--- config.mk ---
export PLATFORM = sky130hd
export DESIGN_NAME = i3c_target_top
export DESIGN_NICKNAME = d
export VERILOG_FILES = /design/src/i3c_target_pkg.sv /design/src/i3c_addr_decoder.sv /design/src/i3c_target_fsm.sv /design/src/i3c_rx_path.sv /design/src/i3c_tx_path.sv /design/src/i3c_target_top.sv
export SDC_FILE = /design/constraint.sdc
export NUM_CORES = 1
export LEC_CHECK = 0
export BUFFER_PORTS_ARGS = -buffer_cell sky130_fd_sc_hd__buf_2
export CORE_AREA = 2 2 84 106
export CTS_BUF_LIST = sky130_fd_sc_hd__clkbuf_2 sky130_fd_sc_hd__clkbuf_4 sky130_fd_sc_hd__clkbuf_8
export DETAILED_ROUTE_END_ITERATION = 6
export DIE_AREA = 0 0 86 108
export MAX_ROUTING_LAYER = met4
export SYNTH_ARGS = -nofsm -noshare
export SYNTH_HDL_FRONTEND = slang
export SYNTH_SLANG_ARGS = --single-unit
--- constraint.sdc ---
create_clock -name clk_i -period 2.4 [get_ports clk_i]
set_input_delay 0.12 -clock clk_i [delete_from_list [all_inputs] [get_ports clk_i]]
set_output_delay 0.12 -clock clk_i [all_outputs]
set_load 0.02 [all_outputs]
--- src/i3c_target_pkg.sv ---
/*
  I3C target controller package
  Bus constants, primary FSM states and the structs shared between blocks
*/
package i3c_target_pkg;

  // Bus field widths
  parameter int unsigned AddrWidth = 7;
  parameter int unsigned ByteWidth = 8;

  typedef logic [AddrWidth-1:0] addr_t;
  typedef logic [ByteWidth-1:0] byte_t;

  // Broadcast header, reserved address 7'h7E with RnW low
  parameter byte_t RsvdByte = 8'hFC;

  // One target identity, dynamic address takes precedence when valid
  typedef struct packed {
    addr_t sta_addr;
    logic  sta_valid;
    addr_t dyn_addr;
    logic  dyn_valid;
  } target_id_t;

  // One-cycle strobes from the bus monitor
  typedef struct packed {
    logic start;
    logic rstart;
    logic stop;
    logic rst_pattern;
    logic hdr_exit;
  } bus_evt_t;

  // Primary protocol states
  typedef enum logic [4:0] {
    Idle,
    RxFByte,
    CheckFByte,
    TxAckFByte,
    RxSByte,
    RxSByteRepeated,
    CheckSByte,
    TxAckSByte,
    RxPWriteData,
    RxPWriteTbit,
    TxPReadData,
    TxPReadTbit,
    Wait,
    DoIbi,
    DoneIbi,
    DoCcc,
    DoneCcc,
    DoRstAction,
    DoHdrExit
  } state_e;

  // Header decode results
  typedef struct packed {
    logic rsvd;
    logic own;
    logic any;
    logic rnw;
  } hdr_match_t;

endpackage

--- src/i3c_addr_decoder.sv ---
/*
  I3C header decoder
  Latches the header byte and matches it against the broadcast address and
  every target identity, also holds the broadcast CCC code
*/
module i3c_addr_decoder #(
  parameter int unsigned NumIds = 2
) (
  input  logic                                    clk_i,
  input  logic                                    rst_ni,
  input  i3c_target_pkg::state_e                  state_i,
  input  logic                                    bus_rx_done_i,
  input  i3c_target_pkg::byte_t                   bus_rx_data_i,
  input  i3c_target_pkg::target_id_t [NumIds-1:0] target_ids_i,
  output i3c_target_pkg::hdr_match_t              match_o,
  output i3c_target_pkg::byte_t                   ccc_o
);
  import i3c_target_pkg::*;

  addr_t             addr_q;
  logic              rnw_q;
  logic              hdr_capture;
  logic              ccc_capture;
  logic [NumIds-1:0] id_hit;

  // Any byte received in a header state may be an address
  assign hdr_capture = bus_rx_done_i &
                       (state_i inside {RxFByte, RxSByte, RxSByteRepeated});
  // After a broadcast header the second byte is the command code
  assign ccc_capture = bus_rx_done_i & (state_i == RxSByte);

  always_ff @(posedge clk_i or negedge rst_ni) begin
    if (!rst_ni) begin
      addr_q <= '0;
      rnw_q  <= 1'b0;
    end else if (hdr_capture) begin
      addr_q <= bus_rx_data_i[ByteWidth-1:1];
      rnw_q  <= bus_rx_data_i[0];
    end else if (state_i == Idle) begin
      addr_q <= '0;
      rnw_q  <= 1'b0;
    end
  end

  always_ff @(posedge clk_i or negedge rst_ni) begin
    if (!rst_ni) begin
      ccc_o <= '0;
    end else if (ccc_capture) begin
      ccc_o <= bus_rx_data_i;
    end
  end

  // Per identity match
  // Dynamic address wins, static is a fallback, none valid never matches
  always_comb begin
    id_hit = '0;
    for (int i = 0; i < NumIds; i++) begin
      if (target_ids_i[i].dyn_valid) begin
        id_hit[i] = (target_ids_i[i].dyn_addr == addr_q);
      end else if (target_ids_i[i].sta_valid) begin
        id_hit[i] = (target_ids_i[i].sta_addr == addr_q);
      end
    end
  end

  assign match_o.rsvd = ({addr_q, rnw_q} == RsvdByte);
  // Identity 0 is the real target
  assign match_o.own  = id_hit[0];
  assign match_o.any  = |id_hit;
  assign match_o.rnw  = rnw_q;

endmodule

--- src/i3c_target_fsm.sv ---
/*
  I3C target primary FSM
  Follows SDR traffic after START, requests bytes and bits from the bus layer
  and hands over to the IBI and CCC engines
*/
module i3c_target_fsm (
  input  logic                       clk_i,
  input  logic                       rst_ni,
  input  logic                       target_enable_i,
  input  logic                       ibi_enable_i,
  input  logic                       ibi_pending_i,
  input  logic                       ibi_done_i,
  input  logic                       ccc_done_i,
  input  i3c_target_pkg::bus_evt_t   bus_evt_i,
  input  logic                       bus_rx_done_i,
  input  logic                       bus_tx_done_i,
  input  i3c_target_pkg::hdr_match_t match_i,
  input  logic                       tx_more_i,
  output i3c_target_pkg::state_e     state_o,
  output logic                       bus_rx_req_byte_o,
  output logic                       bus_rx_req_bit_o,
  output logic                       bus_tx_req_byte_o,
  output logic                       bus_tx_req_bit_o,
  output logic                       target_idle_o,
  output logic                       ibi_begin_o,
  output logic                       ccc_valid_o,
  output logic                       event_target_nack_o
);
  import i3c_target_pkg::*;

  state_e state_q, state_d;
  logic   bus_start;
  logic   nack_q;

  // Repeated START behaves like START
  assign bus_start = bus_evt_i.start | bus_evt_i.rstart;

  always_comb begin
    state_d = state_q;
    case (state_q)
      Idle: begin
        if (target_enable_i) begin
          if (bus_evt_i.rst_pattern) state_d = DoRstAction;
          else if (ibi_pending_i && ibi_enable_i) state_d = DoIbi;
          else if (bus_start) state_d = RxFByte;
        end
      end
      RxFByte: begin
        if (bus_rx_done_i) state_d = CheckFByte;
      end
      CheckFByte: begin
        // Broadcast or any identity is acknowledged
        state_d = (match_i.rsvd || match_i.any) ? TxAckFByte : Wait;
      end
      TxAckFByte: begin
        if (bus_tx_done_i) begin
          if (match_i.rsvd) state_d = RxSByte;
          else if (match_i.any) state_d = match_i.rnw ? TxPReadData : RxPWriteData;
          else state_d = Wait;
        end
      end
      RxSByte: begin
        // Sr after 7E means a directed address follows
        if (bus_start) state_d = RxSByteRepeated;
        else if (bus_rx_done_i) state_d = DoCcc;
      end
      RxSByteRepeated: begin
        if (bus_rx_done_i) state_d = CheckSByte;
      end
      CheckSByte: begin
        state_d = match_i.any ? TxAckSByte : Wait;
      end
      TxAckSByte: begin
        // Virtual targets are acknowledged but get no data loop here
        if (bus_tx_done_i) begin
          if (match_i.own) state_d = match_i.rnw ? TxPReadData : RxPWriteData;
          else state_d = Wait;
        end
      end
      RxPWriteData: begin
        if (bus_start) state_d = RxFByte;
        else if (bus_evt_i.stop) state_d = Idle;
        else if (bus_rx_done_i) state_d = RxPWriteTbit;
      end
      RxPWriteTbit: begin
        if (bus_start) state_d = RxFByte;
        else if (bus_evt_i.stop) state_d = Idle;
        else if (bus_rx_done_i) state_d = RxPWriteData;
      end
      TxPReadData: begin
        if (bus_start) state_d = RxFByte;
        else if (bus_evt_i.stop) state_d = Idle;
        else if (bus_tx_done_i) state_d = TxPReadTbit;
      end
      TxPReadTbit: begin
        // End of data parks the target until the host closes the transfer
        if (bus_start) state_d = RxFByte;
        else if (bus_evt_i.stop) state_d = Idle;
        else if (bus_tx_done_i) state_d = tx_more_i ? TxPReadData : Wait;
      end
      Wait: begin
        if (bus_start) state_d = RxFByte;
        else if (bus_evt_i.stop) state_d = Idle;
      end
      DoIbi: begin
        if (ibi_done_i) state_d = DoneIbi;
      end
      DoCcc: begin
        if (ccc_done_i) state_d = DoneCcc;
      end
      DoneIbi, DoneCcc, DoRstAction, DoHdrExit: begin
        state_d = Idle;
      end
      default: begin
        state_d = Idle;
      end
    endcase
    // HDR exit pattern overrides every state
    if (bus_evt_i.hdr_exit) state_d = DoHdrExit;
  end

  always_ff @(posedge clk_i or negedge rst_ni) begin
    if (!rst_ni) begin
      state_q <= Idle;
    end else begin
      state_q <= state_d;
    end
  end

  // Only an unmatched header counts as a target NACK
  always_ff @(posedge clk_i or negedge rst_ni) begin
    if (!rst_ni) begin
      nack_q <= 1'b0;
    end else begin
      nack_q <= (state_q inside {CheckFByte, CheckSByte}) && (state_d == Wait);
    end
  end

  assign state_o             = state_q;
  assign event_target_nack_o = nack_q;

  // Byte request drops as soon as a START shows up
  assign bus_rx_req_byte_o = ~bus_start &
                             (state_q inside {RxFByte, RxSByte, RxSByteRepeated, RxPWriteData});
  assign bus_rx_req_bit_o  = ~bus_start & (state_q == RxPWriteTbit);
  assign bus_tx_req_byte_o = (state_q == TxPReadData);
  // ACK bits and read T-bits
  assign bus_tx_req_bit_o  = state_q inside {TxAckFByte, TxAckSByte, TxPReadTbit};

  assign target_idle_o = (state_q == Idle);
  assign ibi_begin_o   = (state_q == Idle) & target_enable_i & ~bus_evt_i.rst_pattern &
                         ibi_enable_i & ibi_pending_i;
  assign ccc_valid_o   = (state_q == DoCcc);

endmodule

--- src/i3c_rx_path.sv ---
/*
  I3C private write path
  Registers data bytes, checks the T-bit and writes the RX FIFO
*/
module i3c_rx_path (
  input  logic                   clk_i,
  input  logic                   rst_ni,
  input  i3c_target_pkg::state_e state_i,
  input  logic                   bus_rx_done_i,
  input  i3c_target_pkg::byte_t  bus_rx_data_i,
  input  logic                   rx_fifo_wready_i,
  output logic                   rx_fifo_wvalid_o,
  output i3c_target_pkg::byte_t  rx_fifo_wdata_o,
  output logic                   parity_err_o,
  output logic                   rx_overflow_err_o
);
  import i3c_target_pkg::*;

  byte_t data_q;
  logic  in_data_q;
  logic  data_entry;
  logic  parity_bit;
  logic  parity_err_q;
  logic  byte_ovf_q;
  logic  ovf_seen_q;
  logic  tbit_done;

  // Data byte from the bus layer
  always_ff @(posedge clk_i) begin
    if ((state_i == RxPWriteData) && bus_rx_done_i) data_q <= bus_rx_data_i;
  end

  // First cycle of each data byte
  assign data_entry = (state_i == RxPWriteData) & ~in_data_q;
  assign tbit_done  = (state_i == RxPWriteTbit) & bus_rx_done_i;

  // Odd parity, T-bit makes the total count of ones odd
  assign parity_bit   = ^{data_q, 1'b1};
  assign parity_err_o = tbit_done & (bus_rx_data_i[0] != parity_bit);

  always_ff @(posedge clk_i or negedge rst_ni) begin
    if (!rst_ni) begin
      in_data_q    <= 1'b0;
      parity_err_q <= 1'b0;
      byte_ovf_q   <= 1'b0;
      ovf_seen_q   <= 1'b0;
    end else begin
      in_data_q <= (state_i == RxPWriteData);
      // Parity error sticks for the rest of the transfer
      if (parity_err_o) parity_err_q <= 1'b1;
      else if (state_i == Idle) parity_err_q <= 1'b0;
      // FIFO state sampled once per byte
      if (data_entry) byte_ovf_q <= ~rx_fifo_wready_i;
      if (data_entry && !rx_fifo_wready_i) ovf_seen_q <= 1'b1;
      else if (state_i inside {Idle, RxFByte}) ovf_seen_q <= 1'b0;
    end
  end

  // Overflow reported once per transfer
  assign rx_overflow_err_o = data_entry & ~rx_fifo_wready_i & ~ovf_seen_q;

  // Write on the T-bit unless this or an earlier byte went wrong
  assign rx_fifo_wvalid_o = tbit_done & ~parity_err_o & ~parity_err_q & ~byte_ovf_q;
  assign rx_fifo_wdata_o  = data_q;

endmodule

--- src/i3c_tx_path.sv ---
/*
  I3C private read path
  Fetches read bytes from the TX FIFO and drives ACK, data and T-bit values
*/
module i3c_tx_path (
  input  logic                   clk_i,
  input  logic                   rst_ni,
  input  i3c_target_pkg::state_e state_i,
  input  logic                   bus_tx_done_i,
  input  logic                   tx_fifo_rvalid_i,
  input  i3c_target_pkg::byte_t  tx_fifo_rdata_i,
  input  logic                   tx_last_byte_i,
  output logic                   tx_fifo_rready_o,
  output logic                   tx_more_o,
  output i3c_target_pkg::byte_t  bus_tx_value_o
);
  import i3c_target_pkg::*;

  byte_t byte_q;
  logic  in_read_q;
  logic  last_q;
  logic  end_xfer_q;

  // Pop in the first cycle of TxPReadData
  assign tx_fifo_rready_o = (state_i == TxPReadData) & ~in_read_q &
                            tx_fifo_rvalid_i & ~end_xfer_q;

  // FIFO data is valid together with rready
  always_ff @(posedge clk_i) begin
    if (tx_fifo_rready_o) byte_q <= tx_fifo_rdata_i;
  end

  always_ff @(posedge clk_i or negedge rst_ni) begin
    if (!rst_ni) begin
      in_read_q  <= 1'b0;
      last_q     <= 1'b0;
      end_xfer_q <= 1'b0;
    end else begin
      in_read_q <= (state_i == TxPReadData);
      // Last flag travels with the popped byte
      if (tx_fifo_rready_o) last_q <= tx_last_byte_i;
      // Transfer ends once the T-bit of the last byte is out
      if ((state_i == TxPReadTbit) && bus_tx_done_i && last_q) end_xfer_q <= 1'b1;
      else if (state_i inside {Idle, RxFByte}) end_xfer_q <= 1'b0;
    end
  end

  assign tx_more_o = tx_fifo_rvalid_i & ~last_q & ~end_xfer_q;

  always_comb begin
    // Released line reads as NACK
    bus_tx_value_o = byte_t'(1);
    case (state_i)
      TxAckFByte, TxAckSByte: bus_tx_value_o = '0;
      TxPReadData: bus_tx_value_o = byte_q;
      // T-bit low ends the read
      TxPReadTbit: bus_tx_value_o = {{(ByteWidth-1){1'b0}}, ~last_q};
      default: ;
    endcase
  end

endmodule

--- src/i3c_target_top.sv ---
/*
  I3C target controller top level
  Connects the header decoder, the primary FSM and the private read/write paths
*/
module i3c_target_top #(
  parameter int unsigned NumIds = 2
) (
  input  logic                                    clk_i,
  input  logic                                    rst_ni,
  input  logic                                    target_enable_i,
  input  logic                                    ibi_enable_i,
  // Bus layer
  input  i3c_target_pkg::bus_evt_t                bus_evt_i,
  input  logic                                    bus_rx_done_i,
  input  logic                                    bus_tx_done_i,
  input  i3c_target_pkg::byte_t                   bus_rx_data_i,
  output logic                                    bus_rx_req_byte_o,
  output logic                                    bus_rx_req_bit_o,
  output logic                                    bus_tx_req_byte_o,
  output logic                                    bus_tx_req_bit_o,
  output i3c_target_pkg::byte_t                   bus_tx_value_o,
  // Real target first, virtual targets after it
  input  i3c_target_pkg::target_id_t [NumIds-1:0] target_ids_i,
  // RX FIFO
  output logic                                    rx_fifo_wvalid_o,
  output i3c_target_pkg::byte_t                   rx_fifo_wdata_o,
  input  logic                                    rx_fifo_wready_i,
  // TX FIFO
  input  logic                                    tx_fifo_rvalid_i,
  input  logic                                    tx_last_byte_i,
  input  i3c_target_pkg::byte_t                   tx_fifo_rdata_i,
  output logic                                    tx_fifo_rready_o,
  // IBI and CCC engines
  input  logic                                    ibi_pending_i,
  input  logic                                    ibi_done_i,
  input  logic                                    ccc_done_i,
  output logic                                    ibi_begin_o,
  output logic                                    ccc_valid_o,
  output i3c_target_pkg::byte_t                   ccc_o,
  // Status and events
  output logic                                    target_idle_o,
  output logic                                    event_target_nack_o,
  output logic                                    parity_err_o,
  output logic                                    rx_overflow_err_o
);
  import i3c_target_pkg::*;

  state_e     state;
  hdr_match_t match;
  logic       tx_more;

  // Header and CCC code capture
  i3c_addr_decoder #(
    .NumIds(NumIds)
  ) i3c_addr_decoder_inst (
    .clk_i        (clk_i),
    .rst_ni       (rst_ni),
    .state_i      (state),
    .bus_rx_done_i(bus_rx_done_i),
    .bus_rx_data_i(bus_rx_data_i),
    .target_ids_i (target_ids_i),
    .match_o      (match),
    .ccc_o        (ccc_o)
  );

  i3c_target_fsm i3c_target_fsm_inst (
    .clk_i              (clk_i),
    .rst_ni             (rst_ni),
    .target_enable_i    (target_enable_i),
    .ibi_enable_i       (ibi_enable_i),
    .ibi_pending_i      (ibi_pending_i),
    .ibi_done_i         (ibi_done_i),
    .ccc_done_i         (ccc_done_i),
    .bus_evt_i          (bus_evt_i),
    .bus_rx_done_i      (bus_rx_done_i),
    .bus_tx_done_i      (bus_tx_done_i),
    .match_i            (match),
    .tx_more_i          (tx_more),
    .state_o            (state),
    .bus_rx_req_byte_o  (bus_rx_req_byte_o),
    .bus_rx_req_bit_o   (bus_rx_req_bit_o),
    .bus_tx_req_byte_o  (bus_tx_req_byte_o),
    .bus_tx_req_bit_o   (bus_tx_req_bit_o),
    .target_idle_o      (target_idle_o),
    .ibi_begin_o        (ibi_begin_o),
    .ccc_valid_o        (ccc_valid_o),
    .event_target_nack_o(event_target_nack_o)
  );

  // Private write
  i3c_rx_path i3c_rx_path_inst (
    .clk_i            (clk_i),
    .rst_ni           (rst_ni),
    .state_i          (state),
    .bus_rx_done_i    (bus_rx_done_i),
    .bus_rx_data_i    (bus_rx_data_i),
    .rx_fifo_wready_i (rx_fifo_wready_i),
    .rx_fifo_wvalid_o (rx_fifo_wvalid_o),
    .rx_fifo_wdata_o  (rx_fifo_wdata_o),
    .parity_err_o     (parity_err_o),
    .rx_overflow_err_o(rx_overflow_err_o)
  );

  // Private read and ACK values
  i3c_tx_path i3c_tx_path_inst (
    .clk_i           (clk_i),
    .rst_ni          (rst_ni),
    .state_i         (state),
    .bus_tx_done_i   (bus_tx_done_i),
    .tx_fifo_rvalid_i(tx_fifo_rvalid_i),
    .tx_fifo_rdata_i (tx_fifo_rdata_i),
    .tx_last_byte_i  (tx_last_byte_i),
    .tx_fifo_rready_o(tx_fifo_rready_o),
    .tx_more_o       (tx_more),
    .bus_tx_value_o  (bus_tx_value_o)
  );

endmodule

---- Word level (Yosys, flattened, before mapping) ----
Cells that the tools add are included.
W data, S select, Z words.
word-level totals
  register bits after elaboration ......... 45
  input port bits ......................... 65
  output and inout bits ................... 36
  word-level logic and storage cells ...... 137
operators by class
  equal/unequal tests ..................... 21
  muxes and demuxes ....................... 48
  bitwise operators ....................... 33
  reductions and logical operators ........ 21
operators with widths
  operator              count
  $mux W5               30
  $pmux W5 S15          1
  $eq A5 B4 Y1 const B  8
  $eq A7 B7 Y1          4
  $pmux W8 S3           1
  $and A1 B1 Y1         21
  $eq A5 B3 Y1 const B  4
  $mux W7               2
  $reduce_bool A2 Y1    6
  $not A1 Y1            11
  $eq A5 B2 Y1 const B  2
  $mux W1               10
  $reduce_xor A9 Y1     1
  $eq A8 B8 Y1 const B  1
  $mux W4               2
  $logic_and A1 B1 Y1   6
  $reduce_bool A3 Y1    2
  $eq A5 B1 Y1 const B  1
  $logic_not A5 Y1      1
  $reduce_bool A4 Y1    1
  $reduce_or A2 Y1      2
  $mux W3               1
  $mux W2               1
  $logic_not A1 Y1      1
  other kinds (3)       3

---- Logic depth before layout (Yosys ltp) ----
Gate-level depths: netlist of run 1.
  word-level depth ........................ 11
  gate-level depth with buffers ........... 7
  mapped depth without buffers ............ 5

---- Modules after synthesis ----
From an unflattened synthesis of run 1, not the netlist that was laid out.
unflattened totals
  cells, all modules ...................... 267
  area, all modules ....................... 2824.0 um2
modules (own cells, without submodules)
  module            instances  cells each  area an instance (um2)  sequential area each (um2)
  i3c_addr_decoder  1          91          1008.5                  400.4
  i3c_target_fsm    1          107         789.5                   150.1
  i3c_rx_path       1          35          541.8                   340.3
  i3c_tx_path       1          34          484.2                   315.3

---- Worst setup path before layout of run 1 ----
OpenSTA, ideal clock, no wires.
  path type ............................... register to register
  from .................................... register i3c_target_fsm_inst.state_q[2] (netlist: i3c_target_fsm_inst.state_o[2])
  to ...................................... register i3c_tx_path_inst.last_q
  setup time .............................. 0.125 ns
  arrival ................................. 1.906 ns
  data required time ...................... 2.275 ns
  setup slack ............................. 0.370 ns
  stages on the path, launching flop included .. 7
  buffers on the path ..................... 1
  period minus slack after synthesis ...... 2.030 ns
  path through ............................ dfrtp_1 buf_4 nand2b_4 nor3_2 inv_1 nor4b_4 mux2_2
on the way
  longest elaborated chain between the ends .. 4
RTL lines
  item                         RTL line               text
  from (decl)                  i3c_target_fsm.sv:31   state_e state_q, state_d;
  from (signal assigned)       i3c_target_fsm.sv:124  state_q <= Idle;
  from (signal assigned)       i3c_target_fsm.sv:126  state_q <= state_d;
  $eq A5 B4 Y1                 i3c_tx_path.sv:25      assign tx_fifo_rready_o = (state_i == TxPReadData) & ~in_read_q &
  $and A1 B1 Y1 (2 in series)  i3c_tx_path.sv:25
  $and A1 B1 Y1                i3c_tx_path.sv:26      tx_fifo_rvalid_i & ~end_xfer_q;
  named net tx_fifo_rready_o   i3c_target_top.sv:32   output logic tx_fifo_rready_o,
  to (signal assigned)         i3c_tx_path.sv:41      if (tx_fifo_rready_o) last_q <= tx_last_byte_i;
  to (decl)                    i3c_tx_path.sv:21      logic last_q;
The timed path passes the listed nets, and every way through them passes these cells.
A chain may end at the register's enable or synchronous reset.

---- Worst setup path in the final report of run 1 ----
  from .................................... register i3c_target_fsm_inst.state_q[1] (netlist: i3c_target_fsm_inst.state_o[1])
  to ...................................... output port tx_fifo_rready_o
on the way
  longest elaborated chain between the ends .. 4
RTL lines
  item                         RTL line
  $eq A5 B4 Y1                 i3c_tx_path.sv:25
  $and A1 B1 Y1 (2 in series)  i3c_tx_path.sv:25
  $and A1 B1 Y1                i3c_tx_path.sv:26
  to (decl)                    i3c_target_top.sv:32
No other way between the ends.

==> impl_metrics.ini, run 1 <==
[outcome]
outcome = finished, final reports clean

[placed_design]
gp_congestion = 0.9228
place.detailed.hpwl_um = 6227
dp_slack_ns = 0.3571
io_buffers = 100

[pwr]
p_int_mw = 1.307
p_leak_nw = 1.556
p_seq_share_pct = 48.8
switchingPower_mw = 0.5002
power_density_nw_per_um2 = 503.5
p_sw_share_pct = 27.69
ir_drop_uv = 275.6
p_comb_share_pct = 17.6
p_clk_share_pct = 33.6

[detailed_routing]
drc = 0
ant_nets = 0
routed_wirelength_um = 8144
vias = 2502
vias_per_cell = 5.312
drt-initial-drc-count = 265
wl_per_cell_um = 17.29
first_pass_iters = 4

[setup_path]
r2r_setup_slack_ns = 0.39
crit_chain = nand2b_2 > nor3_2 > inv_1 > nor4b_4 > buf_4 > buf_2
worstPathBufferInverterCount = 3
end_kind = output pin
critical-path-top-delay-family = simple AND/OR/NAND/NOR gates
required_ns = 2.28
crit_path_start_kind = flop
critPathKind = reg2out
arrival_ns = 2.13
crit_fanout = 10
worst_path_max_delay_cell = dfrtp_1
max_stage_delay_ns = 0.61

[sta]
period_share_pct = 93.87
tns_ns = 0
drv_slew = 0
tightest_slew_ns = 0.7090
relSlewSlack_pct = 51.51
layout_setup_ws_ns = 0.1471
final_hold_viol_count = 0
finClkSkew_ns = 0.01167
min_period_ns = 2.253
rsz0062_at_grt = false
fmax_mhz = 443.9
setup_viol = 0

[min_path]
holdCritPathClass = in2reg

[flow_run]
cap_violations = 0

[finish]
drive_above_1_share_pct = 39.04
final_cell_mix = buf_2, xnor2_1, dfrtp_1
nFillCells = 801
final_common_cell = buf_2
n_antenna_cell = 0
final_core_util_pct = 43.79
num-nets-final = 438
area_growth_pct = 27.01

[global_routing]
grt_overflow = 0
grt_first_pass_wirelength_um = 12700
grt_use_total_pct = 17.98
antenna_found_initial = 0
grt_pass1_vias = 2554
grt_max_degree = 30

[clock_network]
clock_latency_ns = 0.31
htreeDepth = 2
cts_root_buf = clkbuf_8
cts_buffers = 5
clock_sinks = 45
clkTransAtPathRegs_ns = 0.10
cts_tree = done
cts_buffer_depth = 2

[floorplanning]
io_pins = 101
die_w_um = 86
fp.coreArea_sq_um = 8194
start_util_pct = 34.48
row_count = 37
die_y_um = 108
die-area_sq_um = 9288

[yosys]
synth-seq-cells = 45
ys_seq_area_share_pct = 42.69
syn_area_sq_um = 2825
synthArstFlopShare_pct = 64.44
syn_nets = 332
avgSynthCellArea_sq_um = 10.58
synthFlopType = dfrtp_1
ys_warn_count = 0
syn_inst = 267
synth_edf_count = 16
yosysUniqueCellTypes = 63
## logic make-up (layout without fill, tap and decap cells)
| logic type | after synthesis | count (layout) | share of synthesized area [%] |
|---|---|---|---|
| XOR/XNOR | 38 | 38 | 11.78 |
| AO/OA/AOI/OAI | 51 | 51 | 13.20 |
| flip-flops | 45 | 45 | 42.69 |
| multiplexers | 10 | 10 | 3.942 |
| AND/OR/NAND/NOR | 100 | 100 | 23.16 |
| buffers and inverters | 23 | 130 | 5.225 |
## per-stage QoR
step	instance area [sq um]	hold slack [ns]	instances	total power, mW
after global placement	3378	0.2167	454	1.202
after CTS	3576	0.006677	470	1.821
final	3588	0.02531	471	1.807
after floorplan	2825	-0.1756	267	1.072
after global routing	3588	0.01870	471	1.886
after detailed placement	3378	0.2250	454	1.205
## synthesized netlist by cell type, types with 2 or more instances
library cell | instances | area (sq um)
nand2b_1 | 4 | 25.02
or3_1 | 3 | 18.77
a22o_1 | 8 | 70.07
nor3_1 | 5 | 25.02
nor3_2 | 3 | 30.03
or2_2 | 2 | 12.51
o21ai_0 | 9 | 45.04
nand2b_4 | 2 | 27.53
clkbuf_1 | 2 | 7.510
buf_2 | 3 | 15.01
and2_1 | 8 | 50.05
buf_6 | 3 | 33.78
nand3_1 | 6 | 30.03
o32ai_1 | 2 | 17.52
a21o_1 | 3 | 22.52
edfxtp_1 | 16 | 480.5
inv_1 | 5 | 18.77
nor4_1 | 3 | 18.77
nand2_1 | 15 | 56.30
a32o_1 | 2 | 20.02
buf_4 | 9 | 67.56
nor3b_1 | 4 | 30.03
a211oi_1 | 3 | 22.52
dfrtp_1 | 29 | 725.7
a31oi_1 | 3 | 18.77
mux2_2 | 9 | 101.4
nor2b_1 | 3 | 18.77
xor2_1 | 6 | 52.55
o21ai_1 | 2 | 10.01
xnor2_1 | 32 | 280.3
a21oi_1 | 6 | 30.03
nor2_1 | 14 | 52.55
nand4b_1 | 2 | 17.52
nand3b_1 | 4 | 30.03
nand4_1 | 8 | 50.05
o31ai_1 | 2 | 15.01
## metal layers
layer	GRT usage [%]	vias to the layer above	wire (um)	part of all wire, %
met2	31.28	115	4209	52
li1	-	1182	-	-
met3	3.893	19	552	6.8
met4	6.009	0	205	2.5
met5	-	-	0	0
met1	20.40	1186	3176	39
## worst paths after layout
kind | from | to | cells after the start
worst max register to register | i3c_target_fsm_inst.state_o[1]$_DFF_PN0_ | i3c_target_fsm_inst.state_o[0]$_DFF_PN0_ | 5
max in group asynchronous | rst_ni | i3c_target_fsm_inst.state_o[3]$_DFF_PN0_ | 2
min in group asynchronous | rst_ni | i3c_addr_decoder_inst.ccc_o[3]$_DFFE_PN0P_ | 2
worst min register to register | i3c_rx_path_inst.ovf_seen_q$_DFFE_PN0P_ | i3c_rx_path_inst.ovf_seen_q$_DFFE_PN0P_ | 2
worst max-delay path | i3c_target_fsm_inst.state_o[1]$_DFF_PN0_ | tx_fifo_rready_o | 6
worst min-delay path | bus_rx_data_i[5] | i3c_rx_path_inst.rx_fifo_wdata_o[5]$_DFFE_PP_ | 1
## area by class of cell
type,instances,area [sq um],area share (%)
clock inverters,3,48.80,1.360
repair buffers,117,650.6,18.13
clock buffers,5,68.82,1.918
flip-flops and latches,45,1209,33.68
inverters,5,18.77,0.5230
well taps,97,121.4,3.382
multi-input cells,199,1471,41.00
## worst register-to-register path, cell delays in order (launching register included)
cell and delay [ns]:
dfrtp_1 0.61, buf_4 0.23, nand3b_1 0.07, a2111oi_0 0.65
nor3_1 0.22, a31oi_1 0.17
## power groups by stage
stage | clock (mW) | sequential, mW | combinational (mW)
3_3_place_gp | 0 | 0.896 | 0.305
3_5_place_dp | 0 | 0.896 | 0.309
5_1_grt | 0.652 | 0.886 | 0.348
4_1_cts | 0.621 | 0.880 | 0.319
6_report | 0.608 | 0.881 | 0.318
2_1_floorplan | 0 | 0.897 | 0.175
## state kept, by name, summed over array words and instances, names as in the netlist, 5 cells and up
signal and cells:
i3c_addr_decoder_inst.addr_q 7, i3c_addr_decoder_inst.ccc_o 8, i3c_rx_path_inst.rx_fifo_wdata_o 8, i3c_target_fsm_inst.state_o 5
i3c_tx_path_inst.byte_q 8
## what timing repair did
item,4_1_cts,5_1_grt
endpoints found under the hold margin,36,1
buffers inserted,0,0
resized for setup,0,2
setup endpoints to repair,0,1
hold buffers,8,1
(Power assumes the default switching activity.)
==> run 2: changes to the inputs <==
--- a/config.mk
+++ b/config.mk
@@ -6,10 +6,10 @@
 export NUM_CORES = 1
 export LEC_CHECK = 0
 export BUFFER_PORTS_ARGS = -buffer_cell sky130_fd_sc_hd__buf_2
-export CORE_AREA = 2 2 84 106
-export CTS_BUF_LIST = sky130_fd_sc_hd__clkbuf_2 sky130_fd_sc_hd__clkbuf_4 sky130_fd_sc_hd__clkbuf_8
+export CORE_AREA = 2 2 93 95
+export CTS_BUF_LIST = sky130_fd_sc_hd__clkbuf_4 sky130_fd_sc_hd__clkbuf_8
 export DETAILED_ROUTE_END_ITERATION = 6
-export DIE_AREA = 0 0 86 108
+export DIE_AREA = 0 0 95 97
 export MAX_ROUTING_LAYER = met4
 export SYNTH_ARGS = -nofsm -noshare
 export SYNTH_HDL_FRONTEND = slang
==> run 2 against run 1 <==
Compared with the run above:
- final cell count increased by 1.7%
- first-iteration DRC count decreased by 32%
- utilization increased by 0.51 points
- largest power group unchanged
- highest routed layer unchanged
==> impl_metrics.ini, run 2 (same netlist as run 1, synthesis figures left out) <==
[pwr]
p_sw_share_pct = 26.51
p_leak_nw = 1.564
p_int_mw = 1.334
p_clk_share_pct = 34.2
p_comb_share_pct = 17.5
p_seq_share_pct = 48.3
p_total_mw = 1.815
switchingPower_mw = 0.4813
power_density_nw_per_um2 = 503.8
ir_drop_uv = 247.3

[finish]
nFillCells = 797
multi_input_area_sq_um = 1471
seq_area_sq_um = 1207
area_growth_pct = 27.55
final_cell_mix = buf_2, xnor2_1, dfrtp_1
n_antenna_cell = 0
final_cell_area_sq_um = 3603
final_common_cell = buf_2
drive_above_1_share_pct = 38.77
num-nets-final = 438
final_core_util_pct = 44.30

[sta]
fmax_mhz = 459.7
final_hold_viol_count = 0
drv_slew = 0
rsz0062_at_grt = false
tns_ns = 0
finClkSkew_ns = 0.003517
setup_viol = 0
period_share_pct = 90.65
relSlewSlack_pct = 51.08
min_period_ns = 2.176
tightest_slew_ns = 0.7272

[clock_network]
clock_sinks = 45
htreeDepth = 2
clkTransAtPathRegs_ns = 0.09
cts_root_buf = clkbuf_8
cts_buffer_depth = 2
cts_setup_buffers = 0
cts_buffers = 5
clock_latency_ns = 0.30
cts_tree = done

[outcome]
outcome = finished, final reports clean

[min_path]
holdCritPathClass = in2reg
min-delay-start = bus_rx_data_i[6]
holdPathStages = 1
min_to = i3c_rx_path_inst.rx_fifo_wdata_o[6]$_DFFE_PP_

[setup_path]
crit_fanout = 13
max_stage_delay_ns = 0.51
critPathKind = reg2out
worstReg2RegEnd = i3c_target_fsm_inst.state_o[3]$_DFF_PN0_
required_ns = 2.28
r2r.worst_path.cells = 5
crit_chain = nand2b_2 > nor3_2 > inv_1 > nor4b_4 > buf_4 > buf_2
crit_path_start_kind = flop
end_kind = output pin
r2r_setup_slack_ns = 0.50
worst_path_max_delay_cell = dfrtp_2
arrival_ns = 2.06
reg2reg_from = i3c_addr_decoder_inst.addr_q[6]$_DFFE_PN0P_

[placed_design]
gp_congestion = 0.8916
io_buffers = 100
place.detailed.hpwl_um = 5884
dpl_cell_area_sq_um = 3388

[detailed_routing]
m1WireLength_um = 3267
wl_met2_um = 3813
first_pass_iters = 4
drc = 0
vias_per_cell = 5.111
vias = 2448
wl_per_cell_um = 15.80
ant_nets = 0
drt-initial-drc-count = 180
highest_layer = met4
wl_met3_um = 419
routed_wirelength_um = 7566

[floorplanning]
io_pins = 101
die_y_um = 97
fp.coreArea_sq_um = 8134
die-area_sq_um = 9215
row_count = 33
die_w_um = 95
start_util_pct = 34.73

[global_routing]
grt_overflow = 0
antenna_found_initial = 0
grt_first_pass_wirelength_um = 12050
grt_use_total_pct = 17.25
grt_max_degree = 30
grt_pass1_vias = 2346

[flow_run]
cap_violations = 0
run 2: changes by cell type in the layout (fill, tap and decap cells not counted), sizes merged:
cell and delta:
clkinvlp -1, clkbuf +1
run 2: routing by layer:
| metal | up-vias | track usage, % |
|---|---|---|
| li1 | 1187 | - |
| met1 | 1160 | 22.89 |
| met2 | 95 | 27.28 |
| met3 | 6 | 2.414 |
| met4 | 0 | 5.240 |
| met5 | - | - |
run 2: layout make-up:
class / count / share of cell area [%]
timing repair buffer: 117 / 18.06
multi-input combinational: 199 / 40.83
tap: 105 / 3.646
inverter: 5 / 0.5208
sequential: 45 / 33.51
clock inverter: 2 / 1.146
clock buffer: 6 / 2.292
run 2: what timing repair did:
item | CTS | global route
endpoints found under the setup margin | 0 | 1
hold endpoints to repair | 37 | 0
gates resized for setup | 0 | 1
hold buffers | 9 | 0
run 2: stage by stage:
stage / instances / setup slack, ns / hold WS, ns
global placement: 462 / 0.5503 / 0.2092
floorplan: 267 / 0.3695 / -0.1756
finish: 479 / 0.2245 / 0.03422
CTS: 479 / 0.1512 / 0.02772
detailed placement: 462 / 0.4979 / 0.2036
global route: 479 / 0.06003 / 0.02253
run 2: critical path, delay by kind of cell, from the launching register on:
family                 cells  cell delay, ns
AND/OR/NAND/NOR            3            0.74
buffers and inverters      3            0.52
flip-flops                 1            0.51
run 2: worst max-delay path by stage:
stage                                             start                              endpoint
2_1_floorplan  i3c_target_fsm_inst.state_o[2]$_DFF_PN0_   i3c_tx_path_inst.last_q$_DFFE_PN0P_
3_3_place_gp   i3c_target_fsm_inst.state_o[0]$_DFF_PN0_  i3c_tx_path_inst.byte_q[2]$_DFFE_PP_
3_5_place_dp   i3c_target_fsm_inst.state_o[0]$_DFF_PN0_  i3c_tx_path_inst.byte_q[6]$_DFFE_PP_
4_1_cts        i3c_target_fsm_inst.state_o[0]$_DFF_PN0_                      tx_fifo_rready_o
5_1_grt        i3c_target_fsm_inst.state_o[0]$_DFF_PN0_                      tx_fifo_rready_o
6_report       i3c_target_fsm_inst.state_o[0]$_DFF_PN0_                      tx_fifo_rready_o
run 2: power groups by stage:
stage                     clock network, mW  logic (mW)  registers, mW
after floorplan                           0       0.175          0.897
after global placement                    0       0.306          0.892
after detailed placement                  0       0.307          0.893
after CTS                             0.639       0.320          0.877
after global routing                  0.665       0.345          0.882
final                                 0.621       0.318          0.877
==> run 3: changes to the inputs <==
--- a/config.mk
+++ b/config.mk
@@ -5,12 +5,13 @@
 export SDC_FILE = /design/constraint.sdc
 export NUM_CORES = 1
 export LEC_CHECK = 0
-export BUFFER_PORTS_ARGS = -buffer_cell sky130_fd_sc_hd__buf_2
 export CORE_AREA = 2 2 93 95
 export CTS_BUF_LIST = sky130_fd_sc_hd__clkbuf_4 sky130_fd_sc_hd__clkbuf_8
 export DETAILED_ROUTE_END_ITERATION = 6
 export DIE_AREA = 0 0 95 97
+export DONT_BUFFER_PORTS = 1
 export MAX_ROUTING_LAYER = met4
+export PLACE_DENSITY = 0.48
 export SYNTH_ARGS = -nofsm -noshare
 export SYNTH_HDL_FRONTEND = slang
 export SYNTH_SLANG_ARGS = --single-unit
==> run 3 against run 2 <==
Compared with the run above:
- sequential share of layout area rose by 3.3 points
- setup slack got worse by 0.15 ns
- maximum frequency fell by 6.4%
- critical endpoint is now i3c_target_fsm_inst.state_o[4]$_DFF_PN0_
- wire length fell by 1.5%
- final cell count fell by 17%
- clock power fell by 3%
- die area did not move
- non-clock buffer count fell by 81
- clock-buffer cell count fell by 1
- register-to-register slack got worse by 0.43 ns
==> impl_metrics.ini, run 3 (same netlist as run 1, synthesis figures left out) <==
[outcome]
outcome = finished, final reports clean

[pwr]
switchingPower_mw = 0.4655
p_sw_share_pct = 26.78
ir_drop_uv = 242.5
p_clk_share_pct = 34.8
p_seq_share_pct = 52.4
p_leak_nw = 1.221
p_comb_share_pct = 12.7
power_density_nw_per_um2 = 529.6
p_int_mw = 1.273

[detailed_routing]
first_pass_iters = 4
vias = 2184
ant_nets = 0
vias_per_cell = 5.487
drc = 0
routed_wirelength_um = 7449
wl_per_cell_um = 18.72
drt-initial-drc-count = 120

[setup_path]
max_stage_delay_ns = 0.72
r2r_setup_slack_ns = 0.07
crit_start = i3c_target_fsm_inst.state_o[4]$_DFF_PN0_
worstReg2RegEnd = i3c_target_fsm_inst.state_o[4]$_DFF_PN0_
reg2reg_from = i3c_target_fsm_inst.state_o[4]$_DFF_PN0_
critPathKind = reg2reg
crit_fanout = 15
crit_chain = nand3b_1 > nor2_1 > buf_4 > a221o_1 > dlygate4sd3_1
crit_path_start_kind = flop
arrival_ns = 2.52
worst_path_max_delay_cell = dfrtp_1
r2r.worst_path.cells = 5
required_ns = 2.59
end_kind = flop

[sta]
final_hold_viol_count = 0
drv_slew = 0
tns_ns = 0
setup_viol = 0
timing.hold.ws_ns = 0.01682
rsz0062_at_grt = false
finClkSkew_ns = 0.009483
period_share_pct = 96.89
min_period_ns = 2.325
tightest_slew_ns = 0.6178
fmax_mhz = 430.0
relSlewSlack_pct = 57.75

[finish]
drive_above_1_share_pct = 18.09
multi_input_area_sq_um = 1471
seq_area_sq_um = 1209
fin_cells = 398
final_common_cell = xnor2_1
num-nets-final = 357
nFillCells = 807
n_antenna_cell = 0
area_growth_pct = 16.16
final_cell_mix = xnor2_1, dfrtp_1, dlygate4sd3_1
final_core_util_pct = 40.35

[clock_network]
cts_buffers = 5
clock_sinks = 45
cts_root_buf = clkbuf_8
cts_buffer_depth = 2
cts_tree = done
clkTransAtPathRegs_ns = 0.10
htreeDepth = 2
clock_latency_ns = 0.30

[global_routing]
grt_first_pass_wirelength_um = 11760
grt_use_total_pct = 16.84
grt_pass1_vias = 2198
antenna_found_initial = 0
grt_max_degree = 30
grt_overflow = 0

[floorplanning]
die_y_um = 97
fp.coreArea_sq_um = 8134
die_w_um = 95
start_util_pct = 34.73
io_pins = 101
row_count = 33
die-area_sq_um = 9215

[placed_design]
io_buffers = 0
place.detailed.hpwl_um = 5637
dp_cells = 368
gp_congestion = 0.9080

[min_path]
holdCritPathClass = in2reg
min_to = i3c_rx_path_inst.ovf_seen_q$_DFFE_PN0P_
holdPathStages = 2
min-delay-start = rx_fifo_wready_i

[flow_run]
cap_violations = 0
[run 3: changes by cell type in the layout (fill, tap and decap cells not counted)]
cell           delta
inv_4             +1
dlygate4sd3_1    +12
buf_4             +6
dfrtp_2           +1
dfrtp_1           -1
buf_12            +1
buf_2           -100
clkbuf_8          -1
[run 3: how the worst max path moves through the flow]
stage / to / slack [ns] / cells past startpoint
floorplan: i3c_tx_path_inst.last_q$_DFFE_PN0P_ / 0.37 / 6
global placement: i3c_target_fsm_inst.state_o[3]$_DFF_PN0_ / 0.38 / 6
detailed placement: i3c_target_fsm_inst.state_o[3]$_DFF_PN0_ / 0.45 / 5
CTS: i3c_target_fsm_inst.state_o[4]$_DFF_PN0_ / 0.09 / 5
global route: i3c_target_fsm_inst.state_o[4]$_DFF_PN0_ / 0.02 / 5
finish: i3c_target_fsm_inst.state_o[4]$_DFF_PN0_ / 0.07 / 5
[run 3: power groups by stage]
| stage | Sequential, mW | Clock [mW] | Combinational [mW] |
|---|---|---|---|
| finish | 0.911 | 0.605 | 0.221 |
| global route | 0.918 | 0.655 | 0.244 |
| CTS | 0.912 | 0.625 | 0.224 |
| detailed placement | 0.929 | 0 | 0.174 |
| global placement | 0.928 | 0 | 0.173 |
| floorplan | 0.897 | 0 | 0.175 |
[run 3: worst max-delay path, delay by kind of cell (launching register included)]
family,cells,cell delay (ns)
buffers and inverters,2,0.72
flip-flops,1,0.72
AND/OR/NAND/NOR,2,0.44
AO/OA/AOI/OAI,1,0.34
[run 3: layout make-up]
class	count	share of cell area, %
clock inverters	3	1.449
multi-input cells	199	44.83
flip-flops and latches	45	36.83
well taps	105	4.003
clock buffers	5	2.097
inverters	5	0.5719
repair buffers	36	10.22
[run 3: per-layer routing]
layer | vias to the layer above | wire length [um] | track usage (%)
met5 | - | 0 | -
met4 | 0 | 102 | 4.682
met3 | 8 | 453 | 3.037
met2 | 84 | 3536 | 25.97
met1 | 1061 | 3357 | 22.70
li1 | 1031 | - | -
[run 3: what timing repair did]
action,in CTS,in global routing
buffers inserted,0,0
hold buffers,22,0
endpoints found under the setup margin,0,1
endpoints found under the hold margin,65,0
gates resized for setup,0,2
[run 3: per-stage QoR]
| stage | area (sq um) | setup WS [ns] | power [mW] |
|---|---|---|---|
| finish | 3282 | 0.07459 | 1.738 |
| global route | 3282 | 0.01504 | 1.817 |
| CTS | 3279 | 0.08900 | 1.762 |
| detailed placement | 2933 | 0.4524 | 1.103 |
| global placement | 2933 | 0.3822 | 1.101 |
| floorplan | 2825 | 0.3695 | 1.072 |
